[src/verilog/dcache_consts.svh]
// geometry constants for the two-way data cache
// address split, word/line widths, set and way counts
`ifndef DCACHE_CONSTS_SVH
`define DCACHE_CONSTS_SVH

`define DC_ADDR_W       32
`define DC_WORD_W       64
`define DC_LINE_W       128
`define DC_STRB_W       8
`define DC_TAG_W        22
`define DC_INDEX_W      6
`define DC_OFFSET_W     4
`define DC_SETS         64
`define DC_WAYS         2

// address layout is tag [31:10], index [9:4], offset [3:0]
`define DC_TAG_LSB      10
`define DC_INDEX_LSB    4
`define DC_WORD_SEL_BIT 3   // upper word of a line

`endif

[src/verilog/dcache_pkg.sv]
// shared cache types
// address, word, line, strobe, tag, index and way types
// controller state enumeration
`include "dcache_consts.svh"

package dcache_pkg;

  typedef logic [`DC_ADDR_W-1:0]          addr_t;
  typedef logic [`DC_WORD_W-1:0]          word_t;
  typedef logic [`DC_LINE_W-1:0]          line_t;
  typedef logic [`DC_STRB_W-1:0]          strb_t;
  typedef logic [`DC_TAG_W-1:0]           tag_t;
  typedef logic [`DC_INDEX_W-1:0]         index_t;
  typedef logic [$clog2(`DC_WAYS)-1:0]    way_t;

  typedef enum logic [3:0] {
    IDLE,
    HIT,        // line in ram, cpu data phase
    RESP,       // write response
    WB_ADDR,
    WB_DATA,
    WB_RESP,
    FILL_ADDR,
    FILL_DATA,
    REREAD      // read refilled line back
  } ctrl_state_t;

endpackage

[src/verilog/dcache_tag_store.sv]
// tag, valid and dirty arrays for both ways
// combinational hit lookup
// free-running victim counter with victim dirty/tag report
`timescale 1ns/10ps
`include "dcache_consts.svh"

module dcache_tag_store (
  input  logic               clk,
  input  logic               rst,
  input  dcache_pkg::index_t lookup_index_i,
  input  dcache_pkg::tag_t   lookup_tag_i,
  output logic               hit_o,
  output dcache_pkg::way_t   hit_way_o,
  output dcache_pkg::way_t   victim_way_o,
  output logic               victim_dirty_o,
  output dcache_pkg::tag_t   victim_tag_o,
  input  logic               upd_en_i,
  input  dcache_pkg::way_t   upd_way_i,
  input  dcache_pkg::index_t upd_index_i,
  input  dcache_pkg::tag_t   upd_tag_i,
  input  logic               upd_valid_i,
  input  logic               set_dirty_i
);

  dcache_pkg::tag_t                  tag_q [`DC_WAYS][`DC_SETS];
  logic [`DC_WAYS-1:0][`DC_SETS-1:0] valid_q;
  logic [`DC_WAYS-1:0][`DC_SETS-1:0] dirty_q;
  logic [`DC_WAYS-1:0]               hit_vec;
  dcache_pkg::way_t                  victim_q;

  always_comb begin
    for (int w = 0; w < `DC_WAYS; w++) begin
      hit_vec[w] = valid_q[w][lookup_index_i] && (tag_q[w][lookup_index_i] == lookup_tag_i);
    end
  end

  assign hit_o          = |hit_vec;
  assign hit_way_o      = hit_vec[1];
  assign victim_way_o   = victim_q;
  assign victim_dirty_o = dirty_q[victim_q][lookup_index_i];
  assign victim_tag_o   = tag_q[victim_q][lookup_index_i];

  always_ff @(posedge clk) begin
    if (upd_en_i) begin
      tag_q[upd_way_i][upd_index_i] <= upd_tag_i;
    end
  end

  always_ff @(posedge clk) begin
    if (rst) begin
      valid_q  <= '0;
      dirty_q  <= '0;
      victim_q <= '0;
    end else begin
      victim_q <= victim_q + 1'b1;  // pseudo-random replacement
      if (upd_en_i) begin
        valid_q[upd_way_i][upd_index_i] <= upd_valid_i;
        dirty_q[upd_way_i][upd_index_i] <= 1'b0;
      end else if (set_dirty_i) begin
        dirty_q[upd_way_i][upd_index_i] <= 1'b1;
      end
    end
  end

  // a line lives in one way only, so one index never hits twice
  a_single_hit: assert property (@(posedge clk) disable iff (rst)
    !(hit_vec[0] && hit_vec[1]));

endmodule

[config.mk]
export PLATFORM = sky130hd
export DESIGN_NAME = dcache_tag_store
export DESIGN_NICKNAME = d
export VERILOG_FILES = /design/src/verilog/dcache_pkg.sv /design/src/verilog/dcache_tag_store.sv
export VERILOG_INCLUDE_DIRS = /design/src /design/src/verilog
export SDC_FILE = /design/constraint.sdc
export NUM_CORES = 2
export LEC_CHECK = 0
export ABC_CLOCK_PERIOD_IN_PS = 6400
export BUFFER_PORTS_ARGS = -buffer_cell sky130_fd_sc_hd__buf_2
export CORE_MARGIN = 4
export CORE_UTILIZATION = 45
export CTS_CLUSTER_SIZE = 20
export DETAILED_ROUTE_END_ITERATION = 10
export PLACE_DENSITY = 0.69
export SYNTH_ARGS = -nofsm -noshare
export SYNTH_HDL_FRONTEND = slang
export SYNTH_SLANG_ARGS = --single-unit
[constraint.sdc]
create_clock -name clk -period 6.4 [get_ports clk]
set_input_delay 1.28 -clock clk [delete_from_list [all_inputs] [get_ports clk]]
set_output_delay 1.28 -clock clk [all_outputs]
set_load 0.05 [all_outputs]
==> qor.csv <==
stage;metric;value;unit
outcome;status;finished, violations left;
outcome;failing checks;setup timing;
cts;CTS Buffer Depth;4;
worst_setup_path;crit path capture;hit_o;
floorplanning;die area;324000;µm²
synth;Mapped Avg Cell Area;19.1;µm²
synth;YS warnings;0;
synth;dominant cell type by area after synthesis;edfxtp_1;
floorplanning;Site Rows;205;
timing;RSZ-0062 raised after global routing;yes;
flow_run;total of max-cap violations;0;
timing;FMAX;146;MHz
route;DR iter-0 viols;18900;
worst_setup_path;R2R Setup Slk;4.46;ns
route;DRC Markers;0;
floorplanning;# IOs;88;
route;final wirelength;573000;µm
placement;Routability Congestion;1.04;
placement;DP HPWL;387000;µm
worst_setup_path;WP data arrival;5.59;ns
timing;Worst Skew;0;ns
synth;register bit count reported by yosys;3073;
cts;Skew-Pair Late Insertion Delay;0.94;ns
timing;Final setup viols;2;
timing;Final period util;1.07;
global_route;total grt overflow;0;
timing;post-route minimum period;6.87;ns
worst_setup_path;Worst setup SP type;primary input;
layout;register area;89700;µm²
cts;CTS Root Cell;clkbuf_16;
power;pwr/cell area;278;nW/µm²
synth;sequential area share after synthesis;0.633;
synth;Synth async-reset ratio;0;
global_route;wire length of the first global-routing pass;769000;µm
layout;nets@finish;8307;
global_route;GRT Util Overall;0.348;
route;DR pass1 iterations;6;
synth;top_reg_cell synth;edfxtp_1;
power;combinational power share;0.106;
synth;Net Count, Synth;7483;
power;worst vdd rail ir drop;0.000230;V
synth;Post-Syn Area;142000;µm²
global_route;initial antenna violation count;76;
route;WL/cell;45.1;µm
cts;TritonCTS Buffers;322;
route;DR vias/cell;7.39;
placement;placed instance count;12000;
power;Clock power frac;0.417;
global_route;largest net degree at the start of global routing;258;
worst_setup_path;crit path capture type;output pin;
cts;Reg clk slew, reported paths;0.06;ns
layout;Layout fillers;24000;
floorplanning;core area;313000;µm²
timing;Hold Vio Cnt, Final;0;
synth;EDFF count, synth;2816;
power;Pint;34800;µW
route;ANT nets after route;0;
cts;CTS Hold Bufs;0;
layout;fraction of layout cells with a size suffix above 1;0.402;
worst_setup_path;CP startpoint;lookup_index_i[3];
synth;post-synthesis cell count;7421;
timing;final worst slack;-0.468;ns
worst_setup_path;CP max FO;14;
layout;Syn-to-layout area delta;17.3;%
cts;CTS tree;built;
floorplanning;die height;569;µm
worst_setup_path;RR Endpoint;victim_way_o;
timing;Worst-Margin Slew;1.37;ns
synth;Yosys top cell area share;0.596;
power;total power;46200;µW
worst_setup_path;crit path cell chain;buf_8 -> buf_12 -> inv_12 -> buf_6 -> mux4_2 -> mux2i_4 -> buf_6 -> xnor2_1 -> o21ai_2 -> o311ai_1 -> or4_4 -> o41ai_4 -> buf_4 -> buf_12;
floorplanning;initial core utilization;0.453;
worst_setup_path;critical path class;primary input to output pin;
synth;Unique masters post-synth;85;
power;Sw Pwr;11400;µW
power;Leak;0.0532;µW
cts;CTS HTree Levels;5;
cts;CTS Sinks;3073;
timing;max-slew headroom at the worst pin;0.0841;
worst_setup_path;Req. time, crit path;5.12;ns
layout;final std cells w/o fill;12700;
layout;area of the multi-input gates;50500;µm²
power;Sw Ratio;0.246;
placement;# port buffers;87;
timing;final hold slack;0.473;ns
worst_setup_path;max incr delay on CP;0.66;ns
route;Vias;93900;
worst_setup_path;Critical R2R Launch;victim_way_o;
power;register share of total power;0.477;
worst_setup_path;slowest CP cell;mux4_2;
worst_hold_path;Hold Path Class;flop to flop;
synth;main area contributors after synthesis;edfxtp_1 60%, mux4_2 26%, dfxtp_1 3.6%;
worst_setup_path;Reg2Reg Depth;3;
timing;Slew Viols, Final;0;
global_route;vias in the first global route;88600;
floorplanning;die width;569;µm
-- layer usage --
metal,vias up,GRT usage,routed length (µm)
met2,9758,0.488,243000
met4,52,0.223,46400
met1,48700,0.447,187000
met5,-,0,428
met3,1869,0.143,96500
li1,33500,-,-
-- placed cells by master, fill, tap and decap left out, drive strengths merged, types with 48 or more instances in the layout --
| cell type | count |
|---|---|
| nor2b | 50 |
| clkinv | 132 |
| buf | 1091 |
| o21ai | 182 |
| mux4 | 1607 |
| diode | 48 |
| o22ai | 55 |
| nor2 | 210 |
| nand2 | 348 |
| a21oi | 326 |
| a22oi | 73 |
| edfxtp | 2816 |
| nand3 | 51 |
| dfxtp | 257 |
| nor3 | 160 |
| mux2i | 254 |
| clkbuf | 391 |
-- cells in the mapped netlist (all sizes together), types with 35 or more instances --
cell type / number
a211oi: 37
a21oi: 326
a221oi: 35
a22oi: 73
buf: 307
clkbuf: 291
dfxtp: 257
edfxtp: 2816
mux2i: 254
mux4: 1607
nand2: 348
nand3: 51
nor2: 210
nor2b: 50
nor3: 160
o21ai: 182
o22ai: 55
-- sequential cells by signal, summed over array words and instances, names as in the netlist, named ones only --
register	count
tag_q	2816
valid_q	128
victim_way_o	1
-- worst min-delay path by stage --
stage / startpoint / to / slack (ns) / cells after the start
global route: valid_q[64] / valid_q[64] / 0.49 / 2
CTS: valid_q[38] / valid_q[38] / 0.47 / 2
finish: valid_q[38] / valid_q[38] / 0.47 / 2
global placement: valid_q[20] / valid_q[20] / 0.46 / 2
floorplan: valid_q[66] / valid_q[66] / 0.45 / 2
detailed placement: valid_q[90] / valid_q[90] / 0.47 / 2
-- power by group through the flow --
stage	Sequential [µW]	Combinational, µW	Clock (µW)
2_1_floorplan	22400	2380	0
3_3_place_gp	22400	4570	0
3_5_place_dp	22400	4600	0
4_1_cts	22000	4730	19300
5_1_grt	22000	4940	20200
6_report	22000	4910	19300
-- through the flow --
| step | TNS, ns | util | area, µm² | setup WS (ns) |
|---|---|---|---|---|
| 2_1_floorplan | 0 | - | 142000 | 0.421 |
| 3_3_place_gp | -2.86 | 0.494 | 154000 | -1.50 |
| 3_5_place_dp | -2.80 | 0.494 | 154000 | -1.47 |
| 4_1_cts | -0.209 | 0.531 | 166000 | -0.209 |
| 5_1_grt | -0.467 | 0.531 | 166000 | -0.334 |
| 6_report | -0.654 | 0.532 | 166000 | -0.468 |
-- layout make-up --
cell class,instances,share of cell area
Sequential cell,3073,0.539
Multi-Input combinational cell,3736,0.304
Timing Repair Buffer,1098,0.0608
Clock buffer,391,0.0505
Tap cell,4140,0.0311
Clock inverter,197,0.0136
Antenna cell,48,0.000722
Inverter,14,0.000526
-- critical path, delay by kind of cell --
| kind | cells | cell delay, ns |
|---|---|---|
| buffers and inverters | 7 | 1.50 |
| muxes | 2 | 1.14 |
| AOI/OAI and AO/OA | 3 | 0.95 |
| and+or+nand+nor | 1 | 0.54 |
| xor gates and xnor gates | 1 | 0.07 |
-- kinds of logic after synthesis --
family / share of synthesized area
mux: 0.275
xor+xnor: 0.00204
flops: 0.633
compound gates: 0.0378
simple gates: 0.0311
buf+inv: 0.0214
-- what timing repair did --
item | in CTS | in global routing
setup buffers | 22 | 1
gates cloned | 8 | 0
pin swaps | 12 | 1
setup endpoints to repair | 2 | 5
resized for setup | 125 | 5
No activity file was read; power rests on OpenSTA's default activity.
