==> config.mk <==
export PLATFORM = sky130hd
export DESIGN_NAME = dcache_ctrl
export DESIGN_NICKNAME = d
export VERILOG_FILES = /design/src/verilog/dcache_pkg.sv /design/src/verilog/dcache_ctrl.sv
export VERILOG_INCLUDE_DIRS = /design/src /design/src/verilog
export SDC_FILE = /design/constraint.sdc
export NUM_CORES = 1
export LEC_CHECK = 0
export BUFFER_PORTS_ARGS = -buffer_cell sky130_fd_sc_hd__buf_2
export CAP_MARGIN = 5
export CORE_ASPECT_RATIO = 1.25
export CORE_UTILIZATION = 30
export DETAILED_ROUTE_END_ITERATION = 8
export GPL_ROUTABILITY_DRIVEN = 1
export HOLD_SLACK_MARGIN = 0.15
export PLACE_DENSITY = 0.66
export SLEW_MARGIN = 30
export SYNTH_ARGS = -nofsm -noshare
export SYNTH_HDL_FRONTEND = slang
export SYNTH_SLANG_ARGS = --single-unit
export TNS_END_PERCENT = 10
==> constraint.sdc <==
create_clock -name clk -period 3.7 [get_ports clk]
set_input_delay 0.925 -clock clk [delete_from_list [all_inputs] [get_ports clk]]
set_output_delay 0.925 -clock clk [all_outputs]
set_load 0.02 [all_outputs]
==> src/verilog/dcache_consts.svh <==
// geometry constants for the two-way data cache
// address split, word/line widths, set and way counts
`ifndef DCACHE_CONSTS_SVH
`define DCACHE_CONSTS_SVH

`define DC_ADDR_W       32
`define DC_WORD_W       64
`define DC_LINE_W       128
`define DC_STRB_W       8
`define DC_TAG_W        22
`define DC_INDEX_W      6
`define DC_OFFSET_W     4
`define DC_SETS         64
`define DC_WAYS         2

// address layout is tag [31:10], index [9:4], offset [3:0]
`define DC_TAG_LSB      10
`define DC_INDEX_LSB    4
`define DC_WORD_SEL_BIT 3   // upper word of a line

`endif

==> src/verilog/dcache_pkg.sv <==
// shared cache types
// address, word, line, strobe, tag, index and way types
// controller state enumeration
`include "dcache_consts.svh"

package dcache_pkg;

  typedef logic [`DC_ADDR_W-1:0]          addr_t;
  typedef logic [`DC_WORD_W-1:0]          word_t;
  typedef logic [`DC_LINE_W-1:0]          line_t;
  typedef logic [`DC_STRB_W-1:0]          strb_t;
  typedef logic [`DC_TAG_W-1:0]           tag_t;
  typedef logic [`DC_INDEX_W-1:0]         index_t;
  typedef logic [$clog2(`DC_WAYS)-1:0]    way_t;

  typedef enum logic [3:0] {
    IDLE,
    HIT,        // line in ram, cpu data phase
    RESP,       // write response
    WB_ADDR,
    WB_DATA,
    WB_RESP,
    FILL_ADDR,
    FILL_DATA,
    REREAD      // read refilled line back
  } ctrl_state_t;

endpackage

==> src/verilog/dcache_ctrl.sv <==
// cache controller FSM
// cpu and memory channel handshakes, beat counting
// tag store updates and ram strobes
`timescale 1ns/10ps
`include "dcache_consts.svh"

module dcache_ctrl (
  input  logic               clk,
  input  logic               rst,
  input  logic               ar_valid_i,
  output logic               ar_ready_o,
  input  dcache_pkg::addr_t  ar_addr_i,
  output logic               r_valid_o,
  input  logic               r_ready_i,
  input  logic               aw_valid_i,
  output logic               aw_ready_o,
  input  dcache_pkg::addr_t  aw_addr_i,
  input  logic               w_valid_i,
  output logic               w_ready_o,
  output logic               b_valid_o,
  input  logic               b_ready_i,
  output logic               mem_ar_valid_o,
  input  logic               mem_ar_ready_i,
  output dcache_pkg::addr_t  mem_ar_addr_o,
  input  logic               mem_r_valid_i,
  output logic               mem_r_ready_o,
  output logic               mem_aw_valid_o,
  input  logic               mem_aw_ready_i,
  output dcache_pkg::addr_t  mem_aw_addr_o,
  output logic               mem_w_valid_o,
  input  logic               mem_w_ready_i,
  input  logic               mem_b_valid_i,
  output logic               mem_b_ready_o,
  output dcache_pkg::index_t lookup_index_o,
  output dcache_pkg::tag_t   lookup_tag_o,
  input  logic               hit_i,
  input  dcache_pkg::way_t   hit_way_i,
  input  dcache_pkg::way_t   victim_way_i,
  input  logic               victim_dirty_i,
  input  dcache_pkg::tag_t   victim_tag_i,
  output logic               upd_en_o,
  output dcache_pkg::way_t   upd_way_o,
  output dcache_pkg::index_t upd_index_o,
  output dcache_pkg::tag_t   upd_tag_o,
  output logic               upd_valid_o,
  output logic               set_dirty_o,
  output logic               ram_rd_o,
  output logic               ram_wr_o,
  output dcache_pkg::way_t   ram_way_o,
  output dcache_pkg::index_t ram_index_o,
  output logic               fill_o,
  output logic               beat_o,
  output logic               word_sel_o
);

  dcache_pkg::ctrl_state_t state_q;
  dcache_pkg::ctrl_state_t state_d;
  dcache_pkg::addr_t       req_addr;
  dcache_pkg::addr_t       addr_q;
  dcache_pkg::tag_t        vtag_q;
  dcache_pkg::index_t      req_index;
  dcache_pkg::index_t      addr_index;
  dcache_pkg::way_t        way_q;
  logic                    is_wr_q;
  logic                    beat_q;
  logic                    idle;
  logic                    req_fire;
  logic                    miss;
  logic                    r_fire;
  logic                    w_fire;
  logic                    b_fire;
  logic                    wb_fire;
  logic                    fill_fire;

  assign idle       = (state_q == dcache_pkg::IDLE);
  assign req_addr   = ar_valid_i ? ar_addr_i : aw_addr_i;  // read wins
  assign req_index  = req_addr[`DC_TAG_LSB-1:`DC_INDEX_LSB];
  assign addr_index = addr_q[`DC_TAG_LSB-1:`DC_INDEX_LSB];
  assign req_fire   = idle && (ar_valid_i || aw_valid_i);
  assign miss       = req_fire && !hit_i;

  assign lookup_index_o = req_index;
  assign lookup_tag_o   = req_addr[`DC_ADDR_W-1:`DC_TAG_LSB];

  // cpu channels
  assign ar_ready_o = idle;
  assign aw_ready_o = idle && !ar_valid_i;
  assign r_valid_o  = (state_q == dcache_pkg::HIT) && !is_wr_q;
  assign w_ready_o  = (state_q == dcache_pkg::HIT) && is_wr_q;
  assign b_valid_o  = (state_q == dcache_pkg::RESP);
  assign r_fire     = r_valid_o && r_ready_i;
  assign w_fire     = w_ready_o && w_valid_i;
  assign b_fire     = b_valid_o && b_ready_i;

  // memory channels
  assign mem_aw_valid_o = (state_q == dcache_pkg::WB_ADDR);
  assign mem_aw_addr_o  = {vtag_q, addr_index, {`DC_OFFSET_W{1'b0}}};
  assign mem_w_valid_o  = (state_q == dcache_pkg::WB_DATA);
  assign mem_b_ready_o  = (state_q == dcache_pkg::WB_RESP);
  assign mem_ar_valid_o = (state_q == dcache_pkg::FILL_ADDR);
  assign mem_ar_addr_o  = {addr_q[`DC_ADDR_W-1:`DC_INDEX_LSB], {`DC_OFFSET_W{1'b0}}};
  assign mem_r_ready_o  = (state_q == dcache_pkg::FILL_DATA);
  assign wb_fire        = mem_w_valid_o && mem_w_ready_i;
  assign fill_fire      = mem_r_ready_o && mem_r_valid_i;

  // tag updates invalidate the victim, set the new tag, validate after last beat
  assign upd_en_o    = miss || (state_q == dcache_pkg::FILL_ADDR) || (fill_fire && beat_q);
  assign upd_way_o   = idle ? victim_way_i : way_q;
  assign upd_index_o = idle ? req_index : addr_index;
  assign upd_tag_o   = idle ? victim_tag_i : addr_q[`DC_ADDR_W-1:`DC_TAG_LSB];
  assign upd_valid_o = (state_q == dcache_pkg::FILL_DATA);
  assign set_dirty_o = w_fire;

  assign ram_rd_o    = (req_fire && hit_i) || (state_q == dcache_pkg::WB_ADDR)
                       || (state_q == dcache_pkg::REREAD);
  assign ram_wr_o    = w_fire || fill_fire;
  assign ram_way_o   = way_q;
  assign ram_index_o = idle ? req_index : addr_index;
  assign fill_o      = (state_q == dcache_pkg::FILL_DATA);
  assign beat_o      = beat_q;
  assign word_sel_o  = addr_q[`DC_WORD_SEL_BIT];

  always_comb begin
    state_d = state_q;
    case (state_q)
      dcache_pkg::IDLE: begin
        if (req_fire) begin
          if (hit_i) state_d = dcache_pkg::HIT;
          else if (victim_dirty_i) state_d = dcache_pkg::WB_ADDR;
          else state_d = dcache_pkg::FILL_ADDR;
        end
      end
      dcache_pkg::HIT: begin
        if (w_fire) state_d = dcache_pkg::RESP;
        else if (r_fire) state_d = dcache_pkg::IDLE;
      end
      dcache_pkg::RESP:      if (b_fire) state_d = dcache_pkg::IDLE;
      dcache_pkg::WB_ADDR:   if (mem_aw_ready_i) state_d = dcache_pkg::WB_DATA;
      dcache_pkg::WB_DATA:   if (wb_fire && beat_q) state_d = dcache_pkg::WB_RESP;
      dcache_pkg::WB_RESP:   if (mem_b_valid_i) state_d = dcache_pkg::FILL_ADDR;
      dcache_pkg::FILL_ADDR: if (mem_ar_ready_i) state_d = dcache_pkg::FILL_DATA;
      dcache_pkg::FILL_DATA: if (fill_fire && beat_q) state_d = dcache_pkg::REREAD;
      dcache_pkg::REREAD:    state_d = dcache_pkg::HIT;
      default:               state_d = dcache_pkg::IDLE;
    endcase
  end

  always_ff @(posedge clk) begin
    if (rst) begin
      state_q <= dcache_pkg::IDLE;
      beat_q  <= 1'b0;
      is_wr_q <= 1'b0;
    end else begin
      state_q <= state_d;
      if (wb_fire || fill_fire) beat_q <= ~beat_q;  // wraps after 2nd beat
      if (req_fire) is_wr_q <= !ar_valid_i;
    end
  end

  always_ff @(posedge clk) begin
    if (req_fire) begin
      addr_q <= req_addr;
      way_q  <= hit_i ? hit_way_i : victim_way_i;
      vtag_q <= victim_tag_i;
    end
  end

  a_ar_hold: assert property (@(posedge clk) disable iff (rst)
    mem_ar_valid_o && !mem_ar_ready_i |=> mem_ar_valid_o);
  a_aw_hold: assert property (@(posedge clk) disable iff (rst)
    mem_aw_valid_o && !mem_aw_ready_i |=> mem_aw_valid_o);

endmodule

==> metrics, run 1 <==
status=finished clean; critical path's slowest cell=dfxtp_1; worst reg2reg path endpoint=state_q[1]; Clk pin slew, worst setup/hold paths=~50 ps; DR iter-0 viols=64; mux cell area share after synthesis=roughly 11%; post-synthesis cell area=approximately 3200 µm²; normalized max-slew margin=56.4%; hold_sp=is_wr_q; Syn-to-layout area delta=38.6%; FFs w/ async S/R, synth=0%; Slew @ Worst Pin=~650 ps; CP cell instances=nor2_1 -> nand2_2 -> buf_4 -> o311ai_0 -> buf_2; Post-synth EDFFs=52; Net Switching=1950 µW; simple-gate share of the synthesized area=around 17%; # clock sinks=58; HP Class=flop to flop; initial core utilization=31.3%; Post-Layout Inst Area=between 4000 and 5000 µm²; Hold-fix buffers, CTS=0; syn_area_per_cell=10.5 µm²; FF-to-FF Start=state_q[1]; Worst R2R Path Depth=7; die area=between 10000 and 15000 µm²; Req. time, crit path=~2800 ps; Hold Path Cell Cnt=2; unrepaired setup endpoints after global routing=no; MaxCap Viol Count=0; GR Overflow Total=0; largest family of logic cells by synthesized area=simple AND/OR/NAND/NOR gates; diode count=0; internal power=2200 µW; Min-Delay Endpoint=is_wr_q; compound-cell area share of the yosys netlist=3.68%; vias in the first global route=2665; GRT Total Usage=15.7%; Yosys reg bits=58; Post-Route WL=8.82 mm; routed length per instance=between 10 and 15 µm; FF-to-FF setup slack=between 1000 and 1500 ps; switching share of power=a little under half; critical path class=flop to primary output; post-synthesis xor/xnor area fraction=less than 1%; nature of the critical path startpoint=flop; PwrDens=roughly 940 nW/µm²; crit share post-route=around 90%; Seq pwr share=between 20 and 30%; Synth cell types=39; Detailed Routing Iterations Pass 1=4; post-layout worst setup margin=431 ps; Die Span Y=117 µm; CTS tree=built; share of layout cells above drive strength 1=~58%; Pleak=0.00222 µW; via count=2812; NumNets Final=between 500 and 600; RePlAce Congestion=0.806; endpoints failing setup=0; Root Buffer=clkbuf_16; max incr delay on CP=440 ps; Place WS=about 480 ps; Synth Instances=around 300; area of the core=~10000 µm²; CTS H-tree depth=3; CP arrival=~2300 ps; largest net degree at the start of global routing=34; Main synth FF type=edfxtp_1; Chip Width=between 90 and 100 µm; Final Skew=~7 ps; Comb power frac=a little over half; Fill cells=between 1000 and 1500; vias per cell=approximately 4.5; adder-cell share of the synthesized area=0%; post-detail-place hpwl=slightly below 7 mm; Synth Warn #=0; critical-path maximum fanout=18; endpoints failing hold=0; timing-limited maximum frequency=approximately 300 MHz; setup TNS=0 ps; first-pass GRT wire length=13.3 mm; fin. max-slew vios=0; placed cell area=a little over 4000 µm²; setup bufs post-CTS=0; peak supply drop=roughly 0.00037 V; IO Port Bufs=~230; Clock Tree Buf Depth=2; floorplan row count=41; io pins=248; Crit. End Element=primary output; register area share after synthesis=around 53%; Clk network pwr share=between 10% and 20%; Clk Latency, worst-skew pair=between 300 and 400 ps; DRC Markers=0; initial antenna violation count=0; Gates resized, CTS repair=0; fin crit period=approximately 3300 ps; Antenna Nets Post-Route=0; total CTS buffers=9
-- sequential cells by signal (all words and copies together) (netlist names) --
signal	cells
addr_q	29
beat_o	1
is_wr_q	1
ram_way_o	1
state_q	4
vtag_q	22
-- worst max-delay path, delay by kind of cell, from the launching register on --
kind / cells / cell delay (ps)
DFF: 1 / 440
and+or+nand+nor: 2 / 560
buffers and inverters: 2 / 570
AOI/OAI and AO/OA: 1 / 440
-- synth_stat cells, types with 2 or more instances --
library cell | count | area, µm²
a21oi_1 | 6 | 30.0
buf_1 | 4 | 15.0
buf_4 | 51 | 383
buf_6 | 3 | 33.8
clkbuf_1 | 5 | 18.8
dfxtp_1 | 6 | 120
edfxtp_1 | 52 | 1560
inv_1 | 3 | 11.3
mux2_2 | 30 | 338
mux2i_1 | 2 | 20.0
nand2_1 | 95 | 357
nand3_1 | 3 | 15.0
nor2_1 | 8 | 30.0
nor2b_1 | 3 | 18.8
nor3_1 | 4 | 20.0
nor3b_1 | 2 | 15.0
nor4_1 | 2 | 12.5
o21ai_0 | 2 | 10.0
xnor2_1 | 3 | 26.3
-- how the worst max path moves through the flow --
stage          startpoint          to  slack (ps)  cells past startpoint
6_report       state_q[1]    upd_en_o         430                      5
2_1_floorplan  ar_valid_i  addr_q[10]          70                      2
5_1_grt        state_q[1]    upd_en_o         190                      5
3_5_place_dp   ar_valid_i    upd_en_o         480                      4
3_3_place_gp   ar_valid_i    upd_en_o         590                      4
4_1_cts        state_q[1]    upd_en_o         360                      5
-- final cells by class --
class,count,area (µm²),area share (%)
Multi-Input combinational cell,186,1080,24.5
Clock buffer,9,225,5.08
Clock inverter,6,58.8,1.33
Sequential cell,58,1680,38.0
Timing Repair Buffer,238,1200,27.2
Inverter,4,15.0,0.339
Tap cell,129,161,3.64
-- stage by stage --
step / util (%) / power [µW] / std cells / hold WS, ps
final: 43.4 / 4150 / 630 / 574
after global placement: 40.6 / 3360 / 615 / 560
after detailed placement: 40.6 / 3400 / 615 / 570
after floorplan: - / 2750 / 311 / 531
after CTS: 43.4 / 4220 / 630 / 580
after global routing: 43.4 / 4400 / 630 / 621
-- placed cells by master (no fill, tap or decap), types with 2 or more instances in the layout --
| cell | instances |
|---|---|
| buf_2 | 233 |
| nand2_1 | 95 |
| edfxtp_1 | 52 |
| mux2_2 | 30 |
| clkbuf_16 | 9 |
| conb_1 | 8 |
| nor2_1 | 7 |
| a21oi_1 | 6 |
| dfxtp_1 | 6 |
| buf_4 | 5 |
| nor3_1 | 4 |
| inv_1 | 3 |
| nand3_1 | 3 |
| nor2b_1 | 3 |
| xnor2_1 | 3 |
| nor3b_1 | 2 |
| o21ai_0 | 2 |
| mux2i_1 | 2 |
| nor4_1 | 2 |
| clkinvlp_4 | 2 |
| clkinv_2 | 2 |
-- cell families (layout without fill, tap and decap cells) --
family,Yosys count,in the layout
buf+inv,67,257
flops,58,58
mux,32,32
other cells,1,8
compound gates,16,16
simple gates,127,127
xor+xnor,3,3
-- power groups by stage --
stage               Combinational, µW  Sequential [µW]  Clock (µW)
floorplan                        1340             1410           0
global placement                 2210             1160           0
global route                     2380             1190         839
detailed placement               2230             1170           0
CTS                              2240             1160         816
finish                           2210             1160         790
-- routing by layer --
layer	share of wire [%]	track usage, %	vias up
li1	-	-	1365
met1	38	16.9	1282
met2	53	28.4	149
met3	6.9	3.63	16
met4	1.9	6.92	0
met5	0	0	-
Power figures use the tool's default switching activity.
==> inputs of run 2 (changes only) <==
--- a/config.mk
+++ b/config.mk
@@ -10,6 +10,7 @@
 export CAP_MARGIN = 5
 export CORE_ASPECT_RATIO = 1.25
 export CORE_UTILIZATION = 30
+export CTS_BUF_LIST = sky130_fd_sc_hd__clkbuf_8
 export DETAILED_ROUTE_END_ITERATION = 8
 export GPL_ROUTABILITY_DRIVEN = 1
 export HOLD_SLACK_MARGIN = 0.15
==> metrics, run 2 (synthesis results as in run 1) <==
diode count=0 (unchanged); final total power=3920 µW (-5.7%); share of layout cells above drive strength 1=57.9% (unchanged); most frequent cells in the layout=buf_2 (233), nand2_1 (95), edfxtp_1 (52), mux2_2 (30), clkbuf_8 (9); endpoints failing hold=0 (unchanged); Antenna Nets Post-Route=0 (unchanged); GRT Total Usage=15.7% (unchanged); Most flops, register=addr_q; Root Buffer=clkbuf_8; critical-path maximum fanout=18 (unchanged); Post-Route WL=8.81 mm (about the same); Clk pin slew, worst setup/hold paths=60 ps (about the same); DRC Markers=0 (unchanged); nature of the critical path startpoint=flop; Gates resized, CTS repair=0 (unchanged); floorplan row count=41 (unchanged); FF+latch area=1680 µm² (unchanged); Crit. End Element=primary output; commonest non-fill, non-tap cell in the layout=buf_2; # clock sinks=58 (unchanged); internal power=1990 µW (-9.6%); timing-limited maximum frequency=303 MHz (-0.90%); Die Span Y=117 µm (unchanged); Hold-fix buffers, CTS=0 (unchanged); first-pass GRT wire length=13.2 mm (about the same); area of the core=10200 µm² (unchanged); HP Class=flop to flop; fin crit period=3300 ps (+29.7 ps); max FFs per register=29 (unchanged); Final Skew=9.02 ps (+2.09 ps); endpoints failing setup=0 (unchanged); Comb power frac=56.4% (+3.3 points); Fill cells=1029 (+1.3%); io pins=248 (unchanged); CP arrival=2370 ps (+30 ps); peak supply drop=0.000359 V (-2.8%); normalized max-slew margin=56.0% (-0.50 points); initial core utilization=31.3% (unchanged); status=finished clean; die area=11100 µm² (unchanged); Syn-to-layout area delta=35.4%; Clock Tree Buf Depth=2 (unchanged); crit share post-route=89.2% (+0.80 points); Top Registers=addr_q x29, vtag_q x22, state_q x4; Net Switching=1920 µW (-1.4%); Slew @ Worst Pin=660 ps (+7.47 ps); Detailed Routing Iterations Pass 1=5 (+1); vias per cell=4.47 (+0.21%); total CTS buffers=9 (unchanged); MaxCap Viol Count=0 (unchanged); vias in the first global route=2684 (+0.71%); switching share of power=49.1% (+2.2 points); Clk Latency, worst-skew pair=340 ps (+20 ps); DR iter-0 viols=77 (+20%); PwrDens=905 nW/µm² (-3.5%); Chip Width=94.3 µm (unchanged); NumNets Final=599 (unchanged); Pleak=0.00217 µW (-2.1%); critical path class=flop to primary output; fin. max-slew vios=0 (unchanged); IO Port Bufs=233 (unchanged); setup bufs post-CTS=0 (unchanged); routed length per instance=14.0 µm (about the same); CTS tree=built; setup TNS=0 ps (unchanged); initial antenna violation count=0 (unchanged); Seq pwr share=29.5% (+1.6 points); Multi-input gate area=1080 µm² (unchanged); largest net degree at the start of global routing=34 (unchanged); Req. time, crit path=2770 ps (about the same); GR Overflow Total=0 (unchanged); CTS H-tree depth=3 (unchanged); via count=2818 (+0.21%); RePlAce Congestion=0.806 (unchanged); post-detail-place hpwl=6.75 mm (unchanged); Clk network pwr share=14.2% (-4.8 points); unrepaired setup endpoints after global routing=no
run 2: cell counts in the layout (fill, tap and decap cells not counted):
Identical to the previous run, type by type.
run 2: path summary, 6_finish.rpt:
path	start	end	slack, ps	cells past startpoint
setup / recovery	state_q[1]	upd_en_o	400	5
setup reg to reg	state_q[1]	state_q[1]	1200	7
hold reg to reg	is_wr_q	is_wr_q	580	2
hold / removal	is_wr_q	is_wr_q	580	2
run 2: layout make-up:
cell class | count | area share, %
inverter | 4 | 0.347
tap | 129 | 3.73
clock buffer | 9 | 2.86
multi-input combinational | 186 | 25.0
timing repair buffer | 238 | 27.8
clock inverter | 6 | 1.36
sequential | 58 | 38.9
run 2: worst max-delay path, stage by stage (launching register included):
cell and delay [ps]:
dfxtp_1 450, nor2_1 270, nand2_2 290, buf_4 320, o311ai_0 450, buf_2 250
run 2: power groups by stage:
stage / clock, µW / combinational [µW] / sequential, µW
CTS: 577 / 2240 / 1160
global route: 600 / 2380 / 1180
finish: 555 / 2210 / 1150
detailed placement: 0 / 2230 / 1170
floorplan: 0 / 1340 / 1410
global placement: 0 / 2210 / 1160
run 2: metrics by stage:
stage	instances	hold slack, ps	instance area [µm²]	utilization (%)	worst slack (ps)
global route	630	624	4330	42.4	167
CTS	630	582	4330	42.4	343
detailed placement	615	570	4150	40.6	480
floorplan	311	531	3220	-	65.9
global placement	615	560	4150	40.6	590
finish	630	575	4330	42.4	401
run 2: layer usage:
metal	wire, µm	vias to the layer above	global-route usage (%)
met5	0	-	0
met4	170	0	7.21
met3	606	16	3.83
met2	4670	145	28.3
met1	3370	1297	16.8
li1	-	1360	-
